`src/ucode_pkg.sv`:
```
/* Shared widths, op codes, register offsets and the microinstruction layout.
   Every design file refers to these by scoped name. */

package ucode_pkg;

   // Microinstruction and microcode address widths.
   localparam int IR_WIDTH       = 49;
   localparam int PC_WIDTH       = 14;
   localparam int DISP_KEY_WIDTH = 4;

   // Host register word offsets, taken from adr bits 3..2.
   localparam logic [1:0] REG_ADDR    = 2'd0;
   localparam logic [1:0] REG_DATA_LO = 2'd1;
   localparam logic [1:0] REG_DATA_HI = 2'd2;
   localparam logic [1:0] REG_STATUS  = 2'd3;

   // Op type field. Reserved behaves as sequential.
   typedef enum logic [1:0] {
      op_alu      = 2'd0,
      op_jump     = 2'd1,
      op_dispatch = 2'd2,
      op_rsvd     = 2'd3
   } op_e;

   // Word as seen by the datapath.
   typedef struct packed {
      logic        halt;
      op_e         op;
      logic [4:0]  alu_fn;
      logic [11:0] dest;
      logic [5:0]  m_src;
      logic [13:0] a_src;
      logic [8:0]  spare;
   } alu_view_t;

   // Word as seen by the sequencer for jumps and dispatches.
   typedef struct packed {
      logic        halt;
      op_e         op;
      logic        invert;
      logic [13:0] target;
      logic [9:0]  disp_base;
      logic [20:0] spare;
   } jump_view_t;

   // Halt and op sit in the same bits in both views.
   typedef union packed {
      alu_view_t  alu_view;
      jump_view_t jump_view;
   } uinst_u;

endpackage
```
`src/iram_port_if.sv`:
```
/* Single RAM port shared by loader, sequencer and RAM.
   Loader side uses req/gnt; the RAM side uses req as its enable. */

interface iram_port_if;

   // Request, or RAM enable on the RAM-side instance.
   logic                               req;
   // One-cycle grant back to the loader.
   logic                               gnt;
   logic [ucode_pkg::PC_WIDTH-1:0]     addr;
   logic [ucode_pkg::IR_WIDTH-1:0]     wdata;
   logic                               we;
   // Valid the cycle after the access.
   logic [ucode_pkg::IR_WIDTH-1:0]     rdata;

   // Host loader asking for the port.
   modport loader (output req, addr, wdata, we, input gnt, rdata);

   // Sequencer granting the loader.
   modport arbiter (input req, addr, wdata, we, output gnt, rdata);

   // Sequencer driving the RAM.
   modport master (output req, addr, wdata, we, input rdata);

   // The RAM itself.
   modport ram (input req, addr, wdata, we, output rdata);

endinterface

```
`src/ucode_loader.sv`:
```
/* Wishbone classic slave for loading and reading back microcode.
   Four registers; data accesses go to the RAM through req/gnt. */

module ucode_loader (
   input  logic                           clk,
   input  logic                           arst_n,
   input  logic                           wb_cyc,
   input  logic                           wb_stb,
   input  logic                           wb_we,
   input  logic [3:0]                     wb_adr,
   input  logic [31:0]                    wb_dat_w,
   output logic [31:0]                    wb_dat_r,
   output logic                           wb_ack,
   input  logic                           running,
   input  logic [ucode_pkg::PC_WIDTH-1:0] pc,
   iram_port_if.loader                    port
);

   localparam int PC_WIDTH = ucode_pkg::PC_WIDTH;
   localparam int IR_WIDTH = ucode_pkg::IR_WIDTH;
   // Bits of the word above DATA_LO.
   localparam int HI_BITS  = IR_WIDTH - 32;

   // Access states.
   localparam logic [1:0] ST_IDLE  = 2'd0;
   localparam logic [1:0] ST_REQ   = 2'd1;
   localparam logic [1:0] ST_RDATA = 2'd2;

   logic [1:0]          state;
   logic [PC_WIDTH-1:0] addr_q;
   logic [IR_WIDTH-1:0] stage_q;
   logic                rd_op;
   logic [1:0]          reg_sel;
   logic                wb_start;
   logic                ram_op;

   ////////////////////////////////////////
   // Decode.
   ////////////////////////////////////////

   assign reg_sel = wb_adr[3:2];

   // New cycle seen only when idle and not in the ack cycle.
   assign wb_start = wb_cyc & wb_stb & ~wb_ack & (state == ST_IDLE);

   // DATA_HI write or any data read needs the RAM.
   assign ram_op = (~wb_we & ((reg_sel == ucode_pkg::REG_DATA_LO) |
                              (reg_sel == ucode_pkg::REG_DATA_HI))) |
                   (wb_we & (reg_sel == ucode_pkg::REG_DATA_HI));

   // Request held from ST_REQ until the grant.
   assign port.req   = (state == ST_REQ);
   assign port.addr  = addr_q;
   assign port.wdata = stage_q;
   assign port.we    = ~rd_op;

   ////////////////////////////////////////
   // Control.
   ////////////////////////////////////////

   always_ff @(posedge clk or negedge arst_n) begin
      if (!arst_n) begin
         state  <= ST_IDLE;
         wb_ack <= 1'b0;
         rd_op  <= 1'b0;
         addr_q <= '0;
      end else begin
         // Ack is a single-cycle pulse.
         wb_ack <= 1'b0;
         case (state)
            ST_IDLE: begin
               if (wb_start) begin
                  if (ram_op) begin
                     state <= ST_REQ;
                     rd_op <= ~wb_we;
                  end else begin
                     wb_ack <= 1'b1;
                     if (wb_we && (reg_sel == ucode_pkg::REG_ADDR)) begin
                        addr_q <= wb_dat_w[PC_WIDTH-1:0];
                     end
                  end
               end
            end
            ST_REQ: begin
               // Waits here while the sequencer runs.
               if (port.gnt) begin
                  if (rd_op) begin
                     state <= ST_RDATA;
                  end else begin
                     state  <= ST_IDLE;
                     wb_ack <= 1'b1;
                     addr_q <= addr_q + 1'b1;
                  end
               end
            end
            ST_RDATA: begin
               state  <= ST_IDLE;
               wb_ack <= 1'b1;
            end
            default: begin
               state <= ST_IDLE;
            end
         endcase
      end
   end

   ////////////////////////////////////////
   // Staging word and read data.
   ////////////////////////////////////////

   always_ff @(posedge clk) begin
      if (wb_start && wb_we) begin
         if (reg_sel == ucode_pkg::REG_DATA_LO) begin
            stage_q[31:0] <= wb_dat_w;
         end
         if (reg_sel == ucode_pkg::REG_DATA_HI) begin
            stage_q[IR_WIDTH-1:32] <= wb_dat_w[HI_BITS-1:0];
         end
      end
      // RAM word lands in the cycle after the grant.
      if (state == ST_RDATA) begin
         stage_q <= port.rdata;
         if (reg_sel == ucode_pkg::REG_DATA_HI) begin
            wb_dat_r <= {{(32 - HI_BITS){1'b0}}, port.rdata[IR_WIDTH-1:32]};
         end else begin
            wb_dat_r <= port.rdata[31:0];
         end
      end
      if (wb_start && !wb_we) begin
         if (reg_sel == ucode_pkg::REG_ADDR) begin
            wb_dat_r <= {{(32 - PC_WIDTH){1'b0}}, addr_q};
         end
         // Running in bit 16, pc in the low bits.
         if (reg_sel == ucode_pkg::REG_STATUS) begin
            wb_dat_r <= {15'd0, running, {(16 - PC_WIDTH){1'b0}}, pc};
         end
      end
   end

endmodule

```
`src/flat_wrapper.sv`:
```
// flat-port wrapper written by rule: the top's interface ports become plain ports
module ucode_loader_flat 
  (clk, arst_n, wb_cyc, wb_stb, wb_we, wb_adr, wb_dat_w, wb_dat_r, wb_ack, running, pc, port_req, port_addr, port_wdata, port_we, port_gnt, port_rdata);
  iram_port_if port_i ();
  input  logic clk;
  input  logic arst_n;
  input  logic wb_cyc;
  input  logic wb_stb;
  input  logic wb_we;
  input  logic [3:0] wb_adr;
  input  logic [31:0] wb_dat_w;
  output logic [31:0] wb_dat_r;
  output logic wb_ack;
  input  logic running;
  input  logic [ucode_pkg::PC_WIDTH-1:0] pc;
  output wire logic [$bits(port_i.req)-1:0] port_req;
  output wire logic [$bits(port_i.addr)-1:0] port_addr;
  output wire logic [$bits(port_i.wdata)-1:0] port_wdata;
  output wire logic [$bits(port_i.we)-1:0] port_we;
  input wire logic [$bits(port_i.gnt)-1:0] port_gnt;
  input wire logic [$bits(port_i.rdata)-1:0] port_rdata;
  assign port_req = port_i.req;
  assign port_addr = port_i.addr;
  assign port_wdata = port_i.wdata;
  assign port_we = port_i.we;
  assign port_i.gnt = port_gnt;
  assign port_i.rdata = port_rdata;
  ucode_loader u_core (.clk(clk), .arst_n(arst_n), .wb_cyc(wb_cyc), .wb_stb(wb_stb), .wb_we(wb_we), .wb_adr(wb_adr), .wb_dat_w(wb_dat_w), .wb_dat_r(wb_dat_r), .wb_ack(wb_ack), .running(running), .pc(pc), .port(port_i));
endmodule
```
`config.mk`:
```
export PLATFORM = sky130hd
export DESIGN_NAME = ucode_loader_flat
export DESIGN_NICKNAME = d
export VERILOG_FILES = /design/src/ucode_pkg.sv /design/src/iram_port_if.sv /design/src/ucode_loader.sv /design/src/flat_wrapper.sv
export SDC_FILE = /design/constraint.sdc
export NUM_CORES = 1
export LEC_CHECK = 0
export BUFFER_PORTS_ARGS = -buffer_cell sky130_fd_sc_hd__buf_2
export CAP_MARGIN = 20
export CORE_MARGIN = 2
export CORE_UTILIZATION = 35
export DETAILED_ROUTE_END_ITERATION = 10
export GPL_TIMING_DRIVEN = 0
export PLACE_DENSITY = 0.63
export SYNTH_ARGS = -nofsm -noshare
export SYNTH_HDL_FRONTEND = slang
export SYNTH_SLANG_ARGS = --single-unit
export TNS_END_PERCENT = 1
```
`constraint.sdc`:
```
create_clock -name clk -period 3.4 [get_ports clk]
set_input_delay 1.02 -clock clk [delete_from_list [all_inputs] [get_ports clk]]
set_output_delay 1.02 -clock clk [all_outputs]
set_load 0.1 [all_outputs]
```
==> results of run 1 <==
==> power by group through the flow <==
stage               clock network (mW)  registers [mW]  logic (mW)
finish                            1.02            1.69        2.44
global placement                     0            1.70        2.42
floorplan                            0            3.19       0.471
CTS                               1.04            1.69        2.44
global route                      1.09            1.72        2.54
detailed placement                   0            1.71        2.44
==> routing by layer <==
layer / up-vias / global-route usage (%)
met5: - / 0
met4: 0 / 7.97
met3: 25 / 3.58
met2: 173 / 34.9
met1: 2212 / 26.9
li1: 2211 / -
==> sequential cells by signal (all words and copies together), names as in the netlist <==
signal and cells:
u_core.state 2, u_core.rd_op 1, u_core.port.wdata 49, u_core.wb_dat_r 32, u_core.wb_ack 1, u_core.port.addr 14
==> worst reg2reg max path: cells and delay by family, from the launching register on <==
| kind | cells | cell delay [ns] |
|---|---|---|
| buffers and inverters | 3 | 1.15 |
| AND/OR/NAND/NOR | 2 | 0.71 |
| flip-flops | 1 | 0.52 |
==> cells in the mapped netlist (2+ instances only) <==
library cell,number
mux2_2,10
a32o_1,14
o22a_1,6
a41oi_1,2
a31o_2,3
mux2_4,11
nand4_1,3
o2bb2a_1,3
mux2i_1,5
buf_6,4
dfxtp_1,32
nor2_1,34
and2_1,3
and3_1,5
a221o_1,14
buf_2,7
o21ai_0,5
nand2_1,136
inv_1,5
a22oi_1,4
a211oi_1,3
clkbuf_1,17
a21oi_1,26
a2bb2oi_1,2
a31oi_1,8
nand3_1,5
o2bb2ai_1,2
nor2b_1,3
buf_1,6
mux2_1,7
nor3_1,2
nand3b_1,2
nor3b_1,16
dfrtp_1,18
edfxtp_1,49
ha_1,5
nand2b_1,2
==> final timing paths <==
path | startpoint | end | slack [ns] | depth (start not counted)
worst min register to register | u_core.wb_dat_r[22]$_DFF_P_ | u_core.wb_dat_r[22]$_DFF_P_ | 0.49 | 2
min in group asynchronous | arst_n | u_core.port.addr[7]$_DFFE_PN0P_ | 0.60 | 1
worst max-delay path | u_core.state[0]$_DFFE_PN0P_ | port_req | 0.20 | 4
worst min-delay path | u_core.wb_dat_r[22]$_DFF_P_ | u_core.wb_dat_r[22]$_DFF_P_ | 0.49 | 2
worst max register to register | u_core.state[0]$_DFFE_PN0P_ | u_core.port.wdata[3]$_DFFE_PP_ | 0.76 | 5
max in group asynchronous | arst_n | u_core.port.addr[11]$_DFFE_PN0P_ | 2.50 | 1
==> layout by cell type, fill, tap and decap left out, types with 4 or more instances in the layout <==
cell type	count
buf_2	206
a21oi_1	26
a22oi_1	4
edfxtp_1	49
mux2_2	10
o22a_1	6
nand3_1	5
a221o_1	14
mux2_1	7
ha_1	5
a32o_1	14
mux2i_1	5
dfxtp_1	32
buf_6	4
o21ai_0	5
a31oi_1	8
buf_1	6
and3_1	5
nand2_1	136
clkbuf_16	9
mux2_4	11
nor3b_1	16
inv_1	5
clkbuf_1	17
dfrtp_1	18
nor2_1	34
==> layout make-up <==
type / count / area share, %
well taps: 180 / 3.47
multi-input cells: 352 / 33.5
clock inverters: 7 / 1.04
plain buffers: 36 / 2.76
clock buffers: 9 / 3.47
repair buffers: 201 / 15.9
inverters: 6 / 0.347
flip-flops and latches: 99 / 39.5
==> logic make-up after synthesis <==
kind of cell | count (synthesis)
buf+inv | 42
compound gates | 97
mux | 33
fa+ha+maj | 5
flops | 99
simple gates | 217
==> flow_summary.ini, run 1 <==
[sta]
rsz0062_at_grt = no
hold_slack_ns = 0.491
finalMaxSlewViolations = 0
finalSetupTns_ns = 0
final-setup-viol-count = 0
clock_skew_ns = 0.00675
max_freq_ghz = 0.312
min_period_ns = 3.20
slew_headroom_pct = 52.4
finalCritPeriodShare_pct = 94.1
layout_setup_ws_ns = 0.200
finalHoldViolCount = 0
worst_slew_pin_slew_ns = 0.712

[critical_path]
crit_buf_inv = 3
cp_cell_sequence = nand2b_1 > inv_2 > clkbuf_1 > clkbuf_4
crit_path_end_kind = primary output
path_max_fanout = 10
slowest_delay_ns = 0.52
required_ns = 2.38
cp_slowest_cell = dfrtp_1
critPathKind = flop to primary output
cp.arrival_ns = 2.18
critPathLaunchType = flop
crit_family = buffers and inverters

[floorplan]
dieArea_mm2 = 0.0151
initial_core_util_pct = 35.7
num_io_pins = 204
die_height_um = 123
fp.dieW_um = 123
core_area_mm2 = 0.0138
rows = 43

[global_route]
grt_use_total_pct = 20.9
grt_pass1_vias = 4439
antenna_found_initial = 0
grt-ovfl-total = 0
grt_pass1_wl_mm = 23.8
grt_max_degree = 22

[drt]
first_pass_iters = 5
drt-met1-wl_mm = 6.73
highest_layer = met4
drtIter0Drc = 320
antenna_left = 0
wl_met2_mm = 7.85
met3WireLength_mm = 1.10
wl_mm = 16.1
num_vias = 4621
via_per_inst = 5.19
wl_per_cell_um = 18.0
drc_errors = 0

[run]
max-cap-violations = 0

[synthesis]
netlist_instances = 493
yosys_most_used_dff = edfxtp_1
synth_seq_cells = 99
synth_edf_count = 49
synth-seq-area-share_pct = 51.9
yosys_warnings = 0
async_flop_share_pct = 18.2
synth_area_leaders = edfxtp_1, dfxtp_1, nand2_1, dfrtp_1, mux2_4
syn_area_per_cell_um2 = 10.0
synth-xor-area-share_pct = 0
synthesis.area_mm2 = 0.00494
synth_top_area_cell = edfxtp_1
synth_compound_area_share_pct = 15.0
synthAdderAreaFrac_pct = 1.27
syn_nets = 604
synth_top_area_share_pct = 29.8
synth.area.mux_share_pct = 8.24
synth_top_family_by_area = simple AND/OR/NAND/NOR gates
synth-simple-area-share_pct = 19.5
synthDistinctLibCells = 51

[layout]
fin_cells = 890
drive_gt1_share_pct = 36.1
fillCellCount = 1363
area_growth_pct = 31.4
diodes = 0
nNetsFinal = 816
ff_latch_area_mm2 = 0.00256
fin_util_pct = 46.9
multi_input_area_mm2 = 0.00217
fin_area_mm2 = 0.00649

[pwr]
fin_total_pwr_mw = 5.15
peakVddDrop_mv = 0.342
pwr-share-comb_pct = 47.4
net-switching-power_mw = 2.65
swShare_pct = 51.5
clock_power_share_pct = 19.7
seq_power_share_pct = 32.9
internal-power_mw = 2.50
powerDensity_mw_per_mm2 = 793
p_leak_nw = 2.94

[placed_design]
detailed_place_hpwl_mm = 12.7
place_area_mm2 = 0.00619
numPortBuffers = 200
place_ws_ns = 0.298
placed_cells = 874
gp_congestion = 0.921

[clock_network]
cts_made_buffers = 9
cts_hold_buf = 0
cts_root_buffer = clkbuf_16
clock_latency_ns = 0.34
clkTransAtPathRegs_ns = 0.07
cts_tree = done
post_cts_buffers = 0
h-tree-depth = 3
clock-sinks = 99
cts_max_path_buffers = 2
ctsResizeCount = 0

[worst_hold_path]
hold_path.class = flop to flop

[run_status]
status = finished, final reports clean
Note: power is estimated with default switching activity, not from simulation.
==> inputs of run 2 (changes only) <==
ABC_AREA = 1   (was not set)
CORE_UTILIZATION = 30   (was 35)
PLACE_DENSITY = 0.56   (was 0.63)
==> flow_summary.ini, run 2 <==
[layout]
fin_cells = 1071
final_cell_mix = nand2_1, buf_2, inv_1
final_common_cell = nand2_1
largest_reg_flops = 49
area_growth_pct = 31.7
fin_area_mm2 = 0.00660
nNetsFinal = 956
fin_util_pct = 40.1
drive_gt1_share_pct = 30.1

[synthesis]
syn_area_per_cell_um2 = 7.93
synth-seq-area-share_pct = 51.1
syn_nets = 743
synthDistinctLibCells = 35
synthTopCellsByCount = nand2_1, inv_1, edfxtp_1
netlist_instances = 632
yosys_warnings = 0
synth_top_area_share_pct = 29.4
synthesis.area_mm2 = 0.00501
synth_seq_cells = 99
synth_edf_count = 49
synth_area_leaders = edfxtp_1, nand2_1, dfxtp_1, dfrtp_1, inv_1
synth_most_common_cell = nand2_1
async_flop_share_pct = 18.2
synth_top_area_cell = edfxtp_1
yosys_most_used_dff = edfxtp_1

[global_route]
grt_use_total_pct = 18.0
grt_pass1_vias = 4471
grt-ovfl-total = 0
grt_max_degree = 33
grt_pass1_wl_mm = 24.4
antenna_found_initial = 1

[drt]
num_vias = 4781
first_pass_iters = 4
antenna_left = 0
drc_errors = 0
via_per_inst = 4.46
drtIter0Drc = 277
wl_per_cell_um = 15.2
wl_mm = 16.3

[sta]
min_period_ns = 2.76
finalSetupTns_ns = 0
rsz0062_at_grt = no
finalCritPeriodShare_pct = 81.3
worst_slew_pin_slew_ns = 0.840
finalMaxSlewViolations = 0
slew_headroom_pct = 43.8
final-setup-viol-count = 0
max_freq_ghz = 0.362
layout_setup_ws_ns = 0.636
clock_skew_ns = 0.00461
finalHoldViolCount = 0

[clock_network]
cts_max_path_buffers = 2
cts_root_buffer = clkbuf_16
cts_hold_buf = 0
h-tree-depth = 3
ctsResizeCount = 0
cts_tree = done
clkTransAtPathRegs_ns = 0.06
clock_latency_ns = 0.35
cts_made_buffers = 9
post_cts_buffers = 0
clock-sinks = 99

[pwr]
p_leak_nw = 3.35
powerDensity_mw_per_mm2 = 770
peakVddDrop_mv = 0.602

[worst_hold_path]
hold_path.class = flop to flop
worstHoldPathCells = 2

[critical_path]
rr_worst_depth = 5
endpoint = port_req
rr_startpoint = u_core.state[1]$_DFFE_PN0P_
path_max_fanout = 10
critPathKind = flop to primary output
r2r_end = u_core.port.wdata[10]$_DFFE_PP_
critPathLaunchType = flop
crit_path_end_kind = primary output
cp.arrival_ns = 1.74
r2r_setup_slack_ns = 1.07
critPathLaunch = u_core.state[0]$_DFFE_PN0P_
required_ns = 2.38

[floorplan]
rows = 47
die_height_um = 133
fp.dieW_um = 133
initial_core_util_pct = 30.4
core_area_mm2 = 0.0165
dieArea_mm2 = 0.0178
num_io_pins = 204

[placed_design]
detailed_place_hpwl_mm = 12.6
place_area_mm2 = 0.00631
placed_cells = 1054
place_ws_ns = 0.554
gp_congestion = 0.847
numPortBuffers = 201

[run_status]
status = finished, final reports clean

[run]
max-cap-violations = 0
## run 2: where the power goes
| part | internal [mW] | total, mW | switching [mW] |
|---|---|---|---|
| combinational | 0.401 | 2.38 | 1.98 |
| clock | 0.564 | 1.02 | 0.454 |
| sequential | 1.47 | 1.68 | 0.214 |
| total | 2.43 | 5.08 | 2.65 |
## run 2: cells by family (layout without fill, tap and decap cells)
kind of cell / Yosys count / count (layout) / synth area share (%)
adders and majority gates: 5 / 5 / 1.25
AOI/OAI and AO/OA: 90 / 90 / 10.4
and+or+nand+nor: 338 / 338 / 28.2
other: 0 / 1 / 0
buffers and inverters: 97 / 315 / 8.46
xor gates and xnor gates: 2 / 2 / 0.350
DFF: 99 / 99 / 51.1
muxes: 1 / 1 / 0.200
## run 2: routing by layer
metal | vias to the layer above | GRT usage (%) | wire [um]
met5 | - | 0 | 26
met2 | 122 | 29.8 | 7870
met1 | 2190 | 24.5 | 7460
met4 | 3 | 5.79 | 191
met3 | 11 | 2.44 | 721
li1 | 2455 | - | -
## run 2: metrics by stage
step                      hold WS (ns)  power [mW]
after global routing             0.570        5.30
after floorplan                  0.486        3.64
after detailed placement         0.518        4.10
final                            0.530        5.08
after CTS                        0.537        5.11
after global placement           0.511        4.08
## run 2: cell type report
class	instances	area, um2
Antenna cell	1	2.50
Buffer	28	165
Clock buffer	10	229
Clock inverter	6	56.3
Fill cell	1799	9860
Inverter	69	259
Multi-Input combinational cell	436	2030
Sequential cell	99	2560
Tap cell	220	275
Timing Repair Buffer	202	1020
## run 2: worst min-delay path by stage
stage | from | to
after floorplan | u_core.rd_op$_DFFE_PN0P_ | u_core.rd_op$_DFFE_PN0P_
after CTS | u_core.rd_op$_DFFE_PN0P_ | u_core.rd_op$_DFFE_PN0P_
after global placement | u_core.rd_op$_DFFE_PN0P_ | u_core.rd_op$_DFFE_PN0P_
after detailed placement | u_core.rd_op$_DFFE_PN0P_ | u_core.rd_op$_DFFE_PN0P_
final | u_core.rd_op$_DFFE_PN0P_ | u_core.rd_op$_DFFE_PN0P_
after global routing | u_core.rd_op$_DFFE_PN0P_ | u_core.rd_op$_DFFE_PN0P_
## run 2: worst max-delay path: stages, from the launching register on
cell and delay, ns:
dfrtp_1 0.46, inv_2 0.07, nor2_4 0.14, buf_2 0.26
buf_2 0.47
