$ cat src/ucode_pkg.sv
/* Shared widths, op codes, register offsets and the microinstruction layout.
   Every design file refers to these by scoped name. */

package ucode_pkg;

   // Microinstruction and microcode address widths.
   localparam int IR_WIDTH       = 49;
   localparam int PC_WIDTH       = 14;
   localparam int DISP_KEY_WIDTH = 4;

   // Host register word offsets, taken from adr bits 3..2.
   localparam logic [1:0] REG_ADDR    = 2'd0;
   localparam logic [1:0] REG_DATA_LO = 2'd1;
   localparam logic [1:0] REG_DATA_HI = 2'd2;
   localparam logic [1:0] REG_STATUS  = 2'd3;

   // Op type field. Reserved behaves as sequential.
   typedef enum logic [1:0] {
      op_alu      = 2'd0,
      op_jump     = 2'd1,
      op_dispatch = 2'd2,
      op_rsvd     = 2'd3
   } op_e;

   // Word as seen by the datapath.
   typedef struct packed {
      logic        halt;
      op_e         op;
      logic [4:0]  alu_fn;
      logic [11:0] dest;
      logic [5:0]  m_src;
      logic [13:0] a_src;
      logic [8:0]  spare;
   } alu_view_t;

   // Word as seen by the sequencer for jumps and dispatches.
   typedef struct packed {
      logic        halt;
      op_e         op;
      logic        invert;
      logic [13:0] target;
      logic [9:0]  disp_base;
      logic [20:0] spare;
   } jump_view_t;

   // Halt and op sit in the same bits in both views.
   typedef union packed {
      alu_view_t  alu_view;
      jump_view_t jump_view;
   } uinst_u;

endpackage
$ cat src/iram_port_if.sv
/* Single RAM port shared by loader, sequencer and RAM.
   Loader side uses req/gnt; the RAM side uses req as its enable. */

interface iram_port_if;

   // Request, or RAM enable on the RAM-side instance.
   logic                               req;
   // One-cycle grant back to the loader.
   logic                               gnt;
   logic [ucode_pkg::PC_WIDTH-1:0]     addr;
   logic [ucode_pkg::IR_WIDTH-1:0]     wdata;
   logic                               we;
   // Valid the cycle after the access.
   logic [ucode_pkg::IR_WIDTH-1:0]     rdata;

   // Host loader asking for the port.
   modport loader (output req, addr, wdata, we, input gnt, rdata);

   // Sequencer granting the loader.
   modport arbiter (input req, addr, wdata, we, output gnt, rdata);

   // Sequencer driving the RAM.
   modport master (output req, addr, wdata, we, input rdata);

   // The RAM itself.
   modport ram (input req, addr, wdata, we, output rdata);

endinterface

$ cat src/usequencer.sv
/* Microsequencer. Fetches one word per cycle with a single delay slot.
   Owns the RAM port and grants it to the loader while halted. */

module usequencer #(
   parameter int MEM_DEPTH = 16384
) (
   input  logic                                 clk,
   input  logic                                 arst_n,
   input  logic                                 run,
   input  logic                                 cond,
   input  logic [ucode_pkg::DISP_KEY_WIDTH-1:0] disp_key,
   iram_port_if.arbiter                         load,
   iram_port_if.master                          ram,
   output logic [ucode_pkg::IR_WIDTH-1:0]       ir,
   output logic                                 ir_valid,
   output logic [ucode_pkg::PC_WIDTH-1:0]       pc,
   output logic                                 running,
   output logic [4:0]                           alu_fn,
   output logic [11:0]                          dest
);

   localparam int PC_WIDTH = ucode_pkg::PC_WIDTH;

   logic                 run_q;
   logic                 run_rise;
   logic [PC_WIDTH-1:0]  fetch_pc;
   logic [PC_WIDTH-1:0]  seq_pc;
   logic [PC_WIDTH-1:0]  target;
   logic [PC_WIDTH-1:0]  next_pc;
   logic                 taken;
   logic                 halt_now;
   logic                 alu_type;
   ucode_pkg::uinst_u    word;

   ////////////////////////////////////////
   // RAM port routing.
   ////////////////////////////////////////

   // Fetch owns the RAM while running.
   always_comb begin
      if (running) begin
         ram.req = 1'b1;
         ram.addr = fetch_pc;
         ram.we = 1'b0;
      end else begin
         ram.req = load.req;
         ram.addr = load.addr;
         ram.we = load.we;
      end
   end

   // Write data only matters when the loader has the port.
   assign ram.wdata  = load.wdata;
   assign load.rdata = ram.rdata;

   // Loader drops req after one grant.
   assign load.gnt = load.req & ~running;

   ////////////////////////////////////////
   // Decode of the shown word.
   ////////////////////////////////////////

   assign ir   = ram.rdata;
   assign word = ram.rdata;

   assign run_rise = run & ~run_q;
   assign halt_now = ir_valid & word.alu_view.halt;

   always_comb begin
      taken  = 1'b0;
      target = word.jump_view.target;
      case (word.jump_view.op)
         ucode_pkg::op_jump: begin
            taken = cond ^ word.jump_view.invert;
         end
         ucode_pkg::op_dispatch: begin
            taken  = 1'b1;
            target = {word.jump_view.disp_base, disp_key};
         end
         default: begin
            taken = 1'b0;
         end
      endcase
   end

   // Sequential step wraps at the top of the store.
   assign seq_pc = (fetch_pc == PC_WIDTH'(MEM_DEPTH - 1)) ? '0 : fetch_pc + 1'b1;

   // The slot behind a branch is already in flight, so it becomes the delay slot.
   assign next_pc = (ir_valid && taken) ? target : seq_pc;

   // Datapath fields only for ALU-type words on show.
   assign alu_type = (word.alu_view.op == ucode_pkg::op_alu) |
                     (word.alu_view.op == ucode_pkg::op_rsvd);
   assign alu_fn   = (ir_valid && alu_type) ? word.alu_view.alu_fn : '0;
   assign dest     = (ir_valid && alu_type) ? word.alu_view.dest : '0;

   ////////////////////////////////////////
   // Run control and fetch address.
   ////////////////////////////////////////

   always_ff @(posedge clk or negedge arst_n) begin
      if (!arst_n) begin
         run_q    <= 1'b0;
         running  <= 1'b0;
         ir_valid <= 1'b0;
         fetch_pc <= '0;
         pc       <= '0;
      end else begin
         run_q <= run;
         if (!running) begin
            // Start presents address 0 in the next cycle.
            if (run_rise) begin
               running  <= 1'b1;
               fetch_pc <= '0;
            end
         end else if (halt_now) begin
            // Word fetched behind the halt is dropped.
            running  <= 1'b0;
            ir_valid <= 1'b0;
         end else begin
            ir_valid <= 1'b1;
            pc       <= fetch_pc;
            fetch_pc <= next_pc;
         end
      end
   end

endmodule

$ cat src/flat_wrapper.sv
// flat-port wrapper written by rule: the top's interface ports become plain ports
module usequencer_flat 
#(
   parameter int MEM_DEPTH = 16384
)
  (clk, arst_n, run, cond, disp_key, ir, ir_valid, pc, running, alu_fn, dest, load_req, load_addr, load_wdata, load_we, load_gnt, load_rdata, ram_req, ram_addr, ram_wdata, ram_we, ram_rdata);
  iram_port_if load_i ();
  iram_port_if ram_i ();
  input  logic clk;
  input  logic arst_n;
  input  logic run;
  input  logic cond;
  input  logic [ucode_pkg::DISP_KEY_WIDTH-1:0] disp_key;
  output logic [ucode_pkg::IR_WIDTH-1:0] ir;
  output logic ir_valid;
  output logic [ucode_pkg::PC_WIDTH-1:0] pc;
  output logic running;
  output logic [4:0] alu_fn;
  output logic [11:0] dest;
  input wire logic [$bits(load_i.req)-1:0] load_req;
  input wire logic [$bits(load_i.addr)-1:0] load_addr;
  input wire logic [$bits(load_i.wdata)-1:0] load_wdata;
  input wire logic [$bits(load_i.we)-1:0] load_we;
  output wire logic [$bits(load_i.gnt)-1:0] load_gnt;
  output wire logic [$bits(load_i.rdata)-1:0] load_rdata;
  output wire logic [$bits(ram_i.req)-1:0] ram_req;
  output wire logic [$bits(ram_i.addr)-1:0] ram_addr;
  output wire logic [$bits(ram_i.wdata)-1:0] ram_wdata;
  output wire logic [$bits(ram_i.we)-1:0] ram_we;
  input wire logic [$bits(ram_i.rdata)-1:0] ram_rdata;
  assign load_i.req = load_req;
  assign load_i.addr = load_addr;
  assign load_i.wdata = load_wdata;
  assign load_i.we = load_we;
  assign load_gnt = load_i.gnt;
  assign load_rdata = load_i.rdata;
  assign ram_req = ram_i.req;
  assign ram_addr = ram_i.addr;
  assign ram_wdata = ram_i.wdata;
  assign ram_we = ram_i.we;
  assign ram_i.rdata = ram_rdata;
  usequencer #(.MEM_DEPTH(MEM_DEPTH)) u_core (.clk(clk), .arst_n(arst_n), .run(run), .cond(cond), .disp_key(disp_key), .load(load_i), .ram(ram_i), .ir(ir), .ir_valid(ir_valid), .pc(pc), .running(running), .alu_fn(alu_fn), .dest(dest));
endmodule
$ cat config.mk
export PLATFORM = sky130hd
export DESIGN_NAME = usequencer_flat
export DESIGN_NICKNAME = d
export VERILOG_FILES = /design/src/ucode_pkg.sv /design/src/iram_port_if.sv /design/src/usequencer.sv /design/src/flat_wrapper.sv
export SDC_FILE = /design/constraint.sdc
export NUM_CORES = 1
export LEC_CHECK = 0
export ABC_CLOCK_PERIOD_IN_PS = 2500
export BUFFER_PORTS_ARGS = -buffer_cell sky130_fd_sc_hd__buf_4
export CORE_AREA = 2 2 122 124
export CTS_CLUSTER_DIAMETER = 120
export DETAILED_ROUTE_END_ITERATION = 7
export DIE_AREA = 0 0 124 126
export PLACE_DENSITY = 0.56
export SYNTH_ARGS = -nofsm -noshare
export SYNTH_HDL_FRONTEND = slang
export SYNTH_SLANG_ARGS = --single-unit
export TNS_END_PERCENT = 20
$ cat constraint.sdc
create_clock -name clk -period 2.5 [get_ports clk]
set_input_delay 0.375 -clock clk [delete_from_list [all_inputs] [get_ports clk]]
set_output_delay 0.375 -clock clk [all_outputs]
set_load 0.005 [all_outputs]
==> metrics list, run 1 <==
- The run finished with clean final reports.
* Site Rows: 44
- The commonest cells after synthesis are buf_4, nand2_1, dfrtp_1.
- Counting flops with a built-in enable in the synthesized netlist gives 0.
- Area of combinational cells with multiple inputs: around 1300 sq um
- Once detail routing completed, the nets flagged for antenna violations numbered 0.
- Library cell occupying the most area in the post-synthesis netlist: buf_4
- The share of total power dissipated in sequential elements is 0.283.
* Initial antenna violation count: 0
- Worst hold path class: input pin to asynchronous set/reset pin
- Die outline width: around 120 microns
- Count of unique library cells instantiated by Yosys: between 50 and 60
- DRC marker count from the first detailed-route iteration: approximately 130
- Cell area power density: 812 nW/um^2
- Area share of fa/ha/maj cells after synthesis: 0.0115
* Cell at the root of the clock tree: clkbuf_16
* Die height: roughly 130 microns
* Mapped Avg Cell Area: about 8.6 sq um
- The routed design has 9.39 mm of wire.
- Footprint of the flip-flops and latches: 776 sq um
* Type of element capturing the critical path: flop
* Share of the synthesized area in the top cell type: 0.339
* Sw Share: 0.383
* Fin nets: between 500 and 600
* Slew at the pin with the worst max-slew slack: about 0.63 ns
- Counting the buffers created by CTS gives 5.
- Of the available clock period, the critical path in the final layout requires 0.859.
- Total die area: around 16,000 sq um
- Reg2reg path depth: 5
- Of the cells placed in the final design, the portion with a size suffix greater than 1 is 0.531.
- DP Wirelength: 7.61 mm
- GP Congestion: 0.763
* Sequential share of the synthesized area: 0.239
* Insertion delay to the later sink of the worst-skew pair: approximately 0.27 ns
- Worst Path Required: 2.66 ns
- Setup slack on the worst reg-to-reg path comes out at around 0.35 ns.
- 0 antenna diodes ended up in the layout.
* Via Count: approximately 2,500
- Across every metal layer, demand over resource in global routing totals 0.112.
* Leakage: around 1.9 nW
- Post-synthesis register bit count: 31
- Total of max-cap violations: 0
- Post-route DRC: 0
* Count of synthesis-stage warnings from yosys: 0
- The core region is 14,300 sq um.
* Final Hold Vio Count: 0
* Final-layout fill cell count: ~1,500
- In the synthesized netlist the async set-or-reset flop fraction comes to 1.00.
* Worst-case setup slack after placement: roughly 0.34 ns
- Number of failing setup endpoints in the final timing report: 0
* Cell count after synthesis: roughly 380
* Peak supply drop: between 300 and 400 uV
* Net Sw Power: roughly 0.0012 W
* Summed instance area of the synthesized netlist: around 3300 sq um
- Setup slack closes at ~0.35 ns.
- Of all nets on the critical path, the largest fanout is 10.
- Clock tree from TritonCTS: done
* Total Neg Setup Slack: 0 ns
- The first detailed-routing pass ran for 4 iterations.
- Of the total synthesized cell area, the portion taken by XOR and XNOR cells is 0.00539.
- The clock passes through at most 2 buffers.
- The worst setup path is launched from a flop.
- In this run the count of I/O pins placed on the die edge is 319.
- Category of the critical setup timing path: flop to flop
- Setup repair after global routing left no endpoint under its margin.
* Main combinational cell family by area after synthesis: buffers and inverters
- Aggregate global routing overflow: 0
- Share of synthesized area spent on multiplexers: 0.103
* Comb pwr share: 0.519
* Most frequent cell after synthesis: buf_4
* Relative contribution of the clock network to total power: 0.198
- Share of synthesized cell area in and, or, nand and nor gates: 0.184
- Vias per cell: between 4 and 5
- Number of pins exceeding their max-slew limit in the final report: 0
* Synthesis-to-finish area growth: 15.0%
- Pin count of the biggest net entering global routing: 32
- In this run the post-CTS setup repair buffer count came out at 0.
- The first global-routing pass estimated roughly 13 mm of wire.
- After detailed routing, the average wire length per cell comes to between 15 and 20 microns.
- Net count after synthesis: 504
* Arr. time, crit path: roughly 2.3 ns
* Quantity of gates resized following cts: 0
- The initial utilization of the core area, before any placement, comes to 0.227.
- Compound-gate portion of the synthesized area: 0.0896
- After synthesis, the cell types taking the most area are buf_4, dfrtp_1, mux2_2, nand2_1, mux2i_1.
- In the synthesized netlist the dominant register cell turns out to be dfrtp_1.
- Headroom to the max-slew limit came out at 0.574.
- Clock sink total: 31
- Number of buffers added to fix hold violations after cts: 0
* Highest achievable clock rate: around 470 MHz
* Startpoint of the most critical register-to-register path: u_core.fetch_pc[0]
- Final Critical Period: between 2 and 2.5 ns
- Clk slew on worst S/H paths: 0.05 ns
- Cell internal power was estimated by the tool at 0.00187 W.
- PortBufs: between 150 and 200
- Final clock skew: around 0.0038 ns
* Worst reg2reg endpoint: u_core.fetch_pc[3]
- The number of global-route vias before repair was between 2,000 and 2,500.
- Total number of H-tree levels: 2
how the worst max path moves through the flow:
stage / slack (ns) / endpoint / cells after the start / from
after detailed placement: 0.34 / u_core.fetch_pc[6] / 8 / ram_rdata[46]
after CTS: 0.37 / u_core.fetch_pc[3] / 5 / u_core.fetch_pc[0]
after global placement: 0.39 / u_core.fetch_pc[6] / 8 / ram_rdata[46]
after floorplan: 0.51 / u_core.fetch_pc[3] / 7 / ram_rdata[46]
final: 0.35 / u_core.fetch_pc[3] / 5 / u_core.fetch_pc[0]
after global routing: 0.22 / u_core.fetch_pc[3] / 5 / u_core.fetch_pc[0]
worst max-delay path, stage by stage (launching register included):
cell,delay (ns)
dfrtp_1,0.45
ha_1,0.27
nand3_4,0.16
nor4_4,0.65
o31ai_1,0.15
a211o_2,0.35
stage by stage:
| stage | cells | util | total power [W] | area [sq um] | hold slack (ns) |
|---|---|---|---|---|---|
| global route | 581 | 0.261 | 0.00326 | 3740 | 0.0742 |
| detailed placement | 574 | 0.251 | 0.00247 | 3600 | 0.350 |
| finish | 581 | 0.261 | 0.00304 | 3740 | 0.0298 |
| global placement | 574 | 0.251 | 0.00245 | 3600 | 0.348 |
| floorplan | 379 | - | 0.00177 | 3250 | 0.0794 |
| CTS | 581 | 0.261 | 0.00309 | 3740 | 0.0609 |
kinds of logic (layout without fill, tap and decap cells):
logic type / after synthesis / in the layout
muxes: 31 / 31
buffers and inverters: 167 / 185
and+or+nand+nor: 107 / 107
AOI/OAI and AO/OA: 38 / 38
xor gates and xnor gates: 2 / 2
adders and majority gates: 3 / 3
DFF: 31 / 31
cells in the final DEF, fill, tap and decap left out, types with 3 or more instances in the layout:
cell type,Yosys,final
mux2_2,19,19
nor4_1,4,4
nand3_1,4,4
ha_1,3,3
a211o_1,5,5
buf_4,147,171
o21ai_0,9,9
nor3_1,12,12
and3_1,18,18
mux2i_1,12,12
inv_1,7,7
clkbuf_16,0,5
dfrtp_1,31,31
nand4_1,3,3
nor2_1,5,5
nand2_1,40,40
routing by layer:
metal	vias to the layer above	GRT usage	routed length, microns
met5	-	0	0
met4	0	0.0198	82
met3	12	0.0222	770
met2	154	0.202	4680
met1	1147	0.138	3860
li1	1185	-	-
state kept, by name, indices dropped and copies added, names as in the netlist:
| register | cells |
|---|---|
| u_core.fetch_pc | 14 |
| u_core.ir_valid | 1 |
| u_core.pc | 14 |
| u_core.run_q | 1 |
| u_core.running | 1 |
power groups by stage:
stage / clock network [W] / logic (W) / registers, W
after floorplan: 0 / 0.000943 / 0.000830
after global placement: 0 / 0.00159 / 0.000864
final: 0.000602 / 0.00158 / 0.000859
after detailed placement: 0 / 0.00160 / 0.000865
after CTS: 0.000617 / 0.00161 / 0.000862
after global routing: 0.000638 / 0.00173 / 0.000892
layout make-up:
class                      count  area share
clock buffer                   6      0.0371
clock inverter                 1     0.00134
inverter                       7     0.00703
multi-input combinational    181       0.342
sequential                    31       0.207
tap                          184      0.0616
timing repair buffer         171       0.343
(Power assumes the default switching activity.)
==> run 2: changes to the inputs <==
--- a/config.mk
+++ b/config.mk
@@ -5,13 +5,13 @@
 export SDC_FILE = /design/constraint.sdc
 export NUM_CORES = 1
 export LEC_CHECK = 0
-export ABC_CLOCK_PERIOD_IN_PS = 2500
+export ABC_CLOCK_PERIOD_IN_PS = 2600
 export BUFFER_PORTS_ARGS = -buffer_cell sky130_fd_sc_hd__buf_4
-export CORE_AREA = 2 2 122 124
+export CORE_AREA = 2 2 125 127
 export CTS_CLUSTER_DIAMETER = 120
 export DETAILED_ROUTE_END_ITERATION = 7
-export DIE_AREA = 0 0 124 126
-export PLACE_DENSITY = 0.56
+export DIE_AREA = 0 0 127 129
+export REMOVE_ABC_BUFFERS = 1
 export SYNTH_ARGS = -nofsm -noshare
 export SYNTH_HDL_FRONTEND = slang
 export SYNTH_SLANG_ARGS = --single-unit
==> constraint.sdc (replaced) <==
create_clock -name clk -period 2.6 [get_ports clk]
set_input_delay 0.39 -clock clk [delete_from_list [all_inputs] [get_ports clk]]
set_output_delay 0.39 -clock clk [all_outputs]
set_load 0.005 [all_outputs]
==> run 2 against run 1 <==
  * Combinational power fell by 4%
  * Register-to-register slack improved by 0.15 ns
  * Non-clock buffer count fell by 2
  * Clock skew rose by 0.0023 ns
  * Sequential share of layout area rose by 0.056 points
  * Final area fell by 0.27%
  * Sequential power fell by 3.4%
  * First-iteration DRC count rose by 67%
  * Worst setup slack improved by 0.15 ns
  * Worst hold slack improved by 0.021 ns
  * Clock-buffer cell count did not move
  * Wire length rose by 98%
==> metrics list, run 2 (synthesized netlist as in run 1, its figures left out) <==
- Together, buffers and inverters on the worst path number 0.
- The largest registers in the layout are u_core.fetch_pc: 14 flops, u_core.pc: 14 flops.
- On the final layout, the worst hold slack is ~0.051 ns.
* Number of buffers added to fix hold violations after cts: 0
- Leaving out fill and tap cells, the most frequent cells in the layout are buf_4, nand2_1, dfrtp_1.
- Port buffering added about 160 buffers.
* Quantity of gates resized following cts: 0
- Clock tree from TritonCTS: done
- After clock tree synthesis, the setup repair step added 0 buffers.
* Relative contribution of the clock network to total power: 0.200
- 0 antenna diodes ended up in the layout.
- Summed over all nets, the half-perimeter wirelength after detailed placement is 16.4 mm.
* Vias per cell: between 4 and 5
- Total Neg Setup Slack: 0 ns
- Maximum clock insertion buffer count: 2
- Highest achievable clock rate: approximately 480 MHz
- CTS placed an instance of clkbuf_16 at the clock tree root.
- Net Sw Power: between 0.001 and 0.0015 W
- Run status: completed
- Broken down by cell family, the worst path's largest delay share belongs to simple AND/OR/NAND/NOR gates.
- Summed over all cells, the static leakage comes to around 1.9 nW.
- Fin nets: 520
* Total clock buffers created by CTS: 5
* Top-level I/O count: approximately 320
- Global routing usage summed across all routing layers: 0.218
- Category of the critical setup timing path: flop to flop
* Number of iterations in the first detailed-routing pass: 4
- In the final layout, the share of cells above drive strength 1 is 0.529.
* Portion of the clock cycle consumed by the worst path in the final layout: 0.808
- Number of failing setup endpoints in the final timing report: 0
- The first routing iteration left between 200 and 250 violations.
- Biggest cell delay along the critical path: about 0.6 ns
- Cell-internal power: around 0.0018 W
- The worst setup path is captured at a flop.
- Via Count: between 2,000 and 3,000
- Total of max-cap violations: 0
* Antenna viol nets, final: 0
* Sequential fraction of design power: 0.282
- Summed over all layers, the global routing overflow is 0.
- For this run, design rule violations remaining after detail routing come to 0.
- Final clock skew: 0.00613 ns
- For the worst setup path, the data required time is 2.76 ns.
- The area growth from synthesis to layout is 14.7%.
- For this design the ratio of total power to cell area is around 800 nW/um^2.
- Site Rows: 45
* Final Hold Vio Count: 0
- Initial antenna violation count: 0
* Number of global-route vias before repair: around 2,600
* Sw Share: 0.391
* Peak supply drop: between 300 and 400 uV
- Worst-path cell with the longest stage delay: or4_4
* Final-layout fill cell count: between 1,500 and 2,000
- Total die area: approximately 16,000 sq um
- Cells along the critical path: ha_1, nand3_4, or4_4, a31o_1, a211o_1
- Leaving out fill and tap cells, the most frequent cell in the layout is buf_4.
* Insertion delay to the later sink of the worst-skew pair: approximately 0.28 ns
* Slew at the pin with the worst max-slew slack: just under 0.6 ns
* Setup repair after global routing missed its margin: no
- Drt total wl: roughly 19 mm
* Number of pins exceeding their max-slew limit in the final report: 0
- Average wire per cell in the routed design: between 30 and 40 microns
* Area of the core: approximately 15,000 sq um
* First-pass GRT wire length: 23.9 mm
* Finished Core Util: 0.249
* Worst hold path class: input pin to asynchronous set/reset pin
* CP max FO: 10
* Startpoint type of the worst setup path: flop
- Entering global routing, the biggest net connects 32 pins.
- Counting every sink on the clock net gives 31.
- The H-tree generated during clock tree synthesis spans 2 levels.
- Arr. time, crit path: ~2.3 ns
- Clock-pin slew was measured on the worst setup and hold paths at about 0.060 ns.
- The congestion estimate from routability-driven global placement came to approximately 0.85.
- Comb pwr share: 0.517
- Counting I/O delays and the setup requirement, the final critical path takes ~2.1 ns.
- Max-slew headroom: 0.606
* Initial Utilization: 0.217
- Die outline width: 127 microns
- The floorplan step set the die height to 129 microns.
==> run 2: changes by cell type in the layout (fill, tap and decap cells not counted) <==
cell / previous run / this run
buf_4: 171 / 169
==> run 2: layer usage <==
metal	GRT usage	wire length [microns]
met5	0.0471	109
met4	0.0271	101
met3	0.244	4500
met2	0.372	9060
met1	0.169	4780
==> run 2: power by group through the flow <==
stage / Clock, W / Combinational [W] / Sequential (W)
final: 0.000589 / 0.00152 / 0.000830
after global routing: 0.000620 / 0.00167 / 0.000857
after CTS: 0.000597 / 0.00154 / 0.000831
after detailed placement: 0 / 0.00154 / 0.000834
after global placement: 0 / 0.00151 / 0.000837
after floorplan: 0 / 0.000605 / 0.000849
==> run 2: area by class of cell <==
class	count	area, sq um	share of cell area
multi-input cells	181	1280	0.343
repair buffers	169	1270	0.340
flip-flops and latches	31	776	0.208
well taps	188	235	0.0631
clock buffers	6	139	0.0372
inverters	7	26.3	0.00704
clock inverters	1	5.00	0.00134
==> run 2: path summary, 6_finish.rpt <==
path | end | start | cells after the start | slack, ns
setup / recovery | u_core.fetch_pc[11] | u_core.fetch_pc[1] | 5 | 0.50
min in group clk | u_core.run_q | run | 1 | 0.23
hold / removal | u_core.pc[13] | arst_n | 1 | 0.05
setup reg to reg | u_core.fetch_pc[11] | u_core.fetch_pc[1] | 5 | 0.50
max in group asynchronous | u_core.pc[8] | arst_n | 1 | 2.22
hold reg to reg | u_core.pc[13] | u_core.pc[13] | 2 | 0.49
==> run 2: metrics by stage <==
step                      cells  setup slack [ns]  total power [W]  instance area (sq um)
after CTS                   583             0.525          0.00297                   3730
after global routing        583             0.420          0.00315                   3730
final                       583             0.500          0.00294                   3730
after floorplan             219             0.343          0.00145                   2080
after detailed placement    576             0.387          0.00237                   3590
after global placement      576             0.462          0.00235                   3590
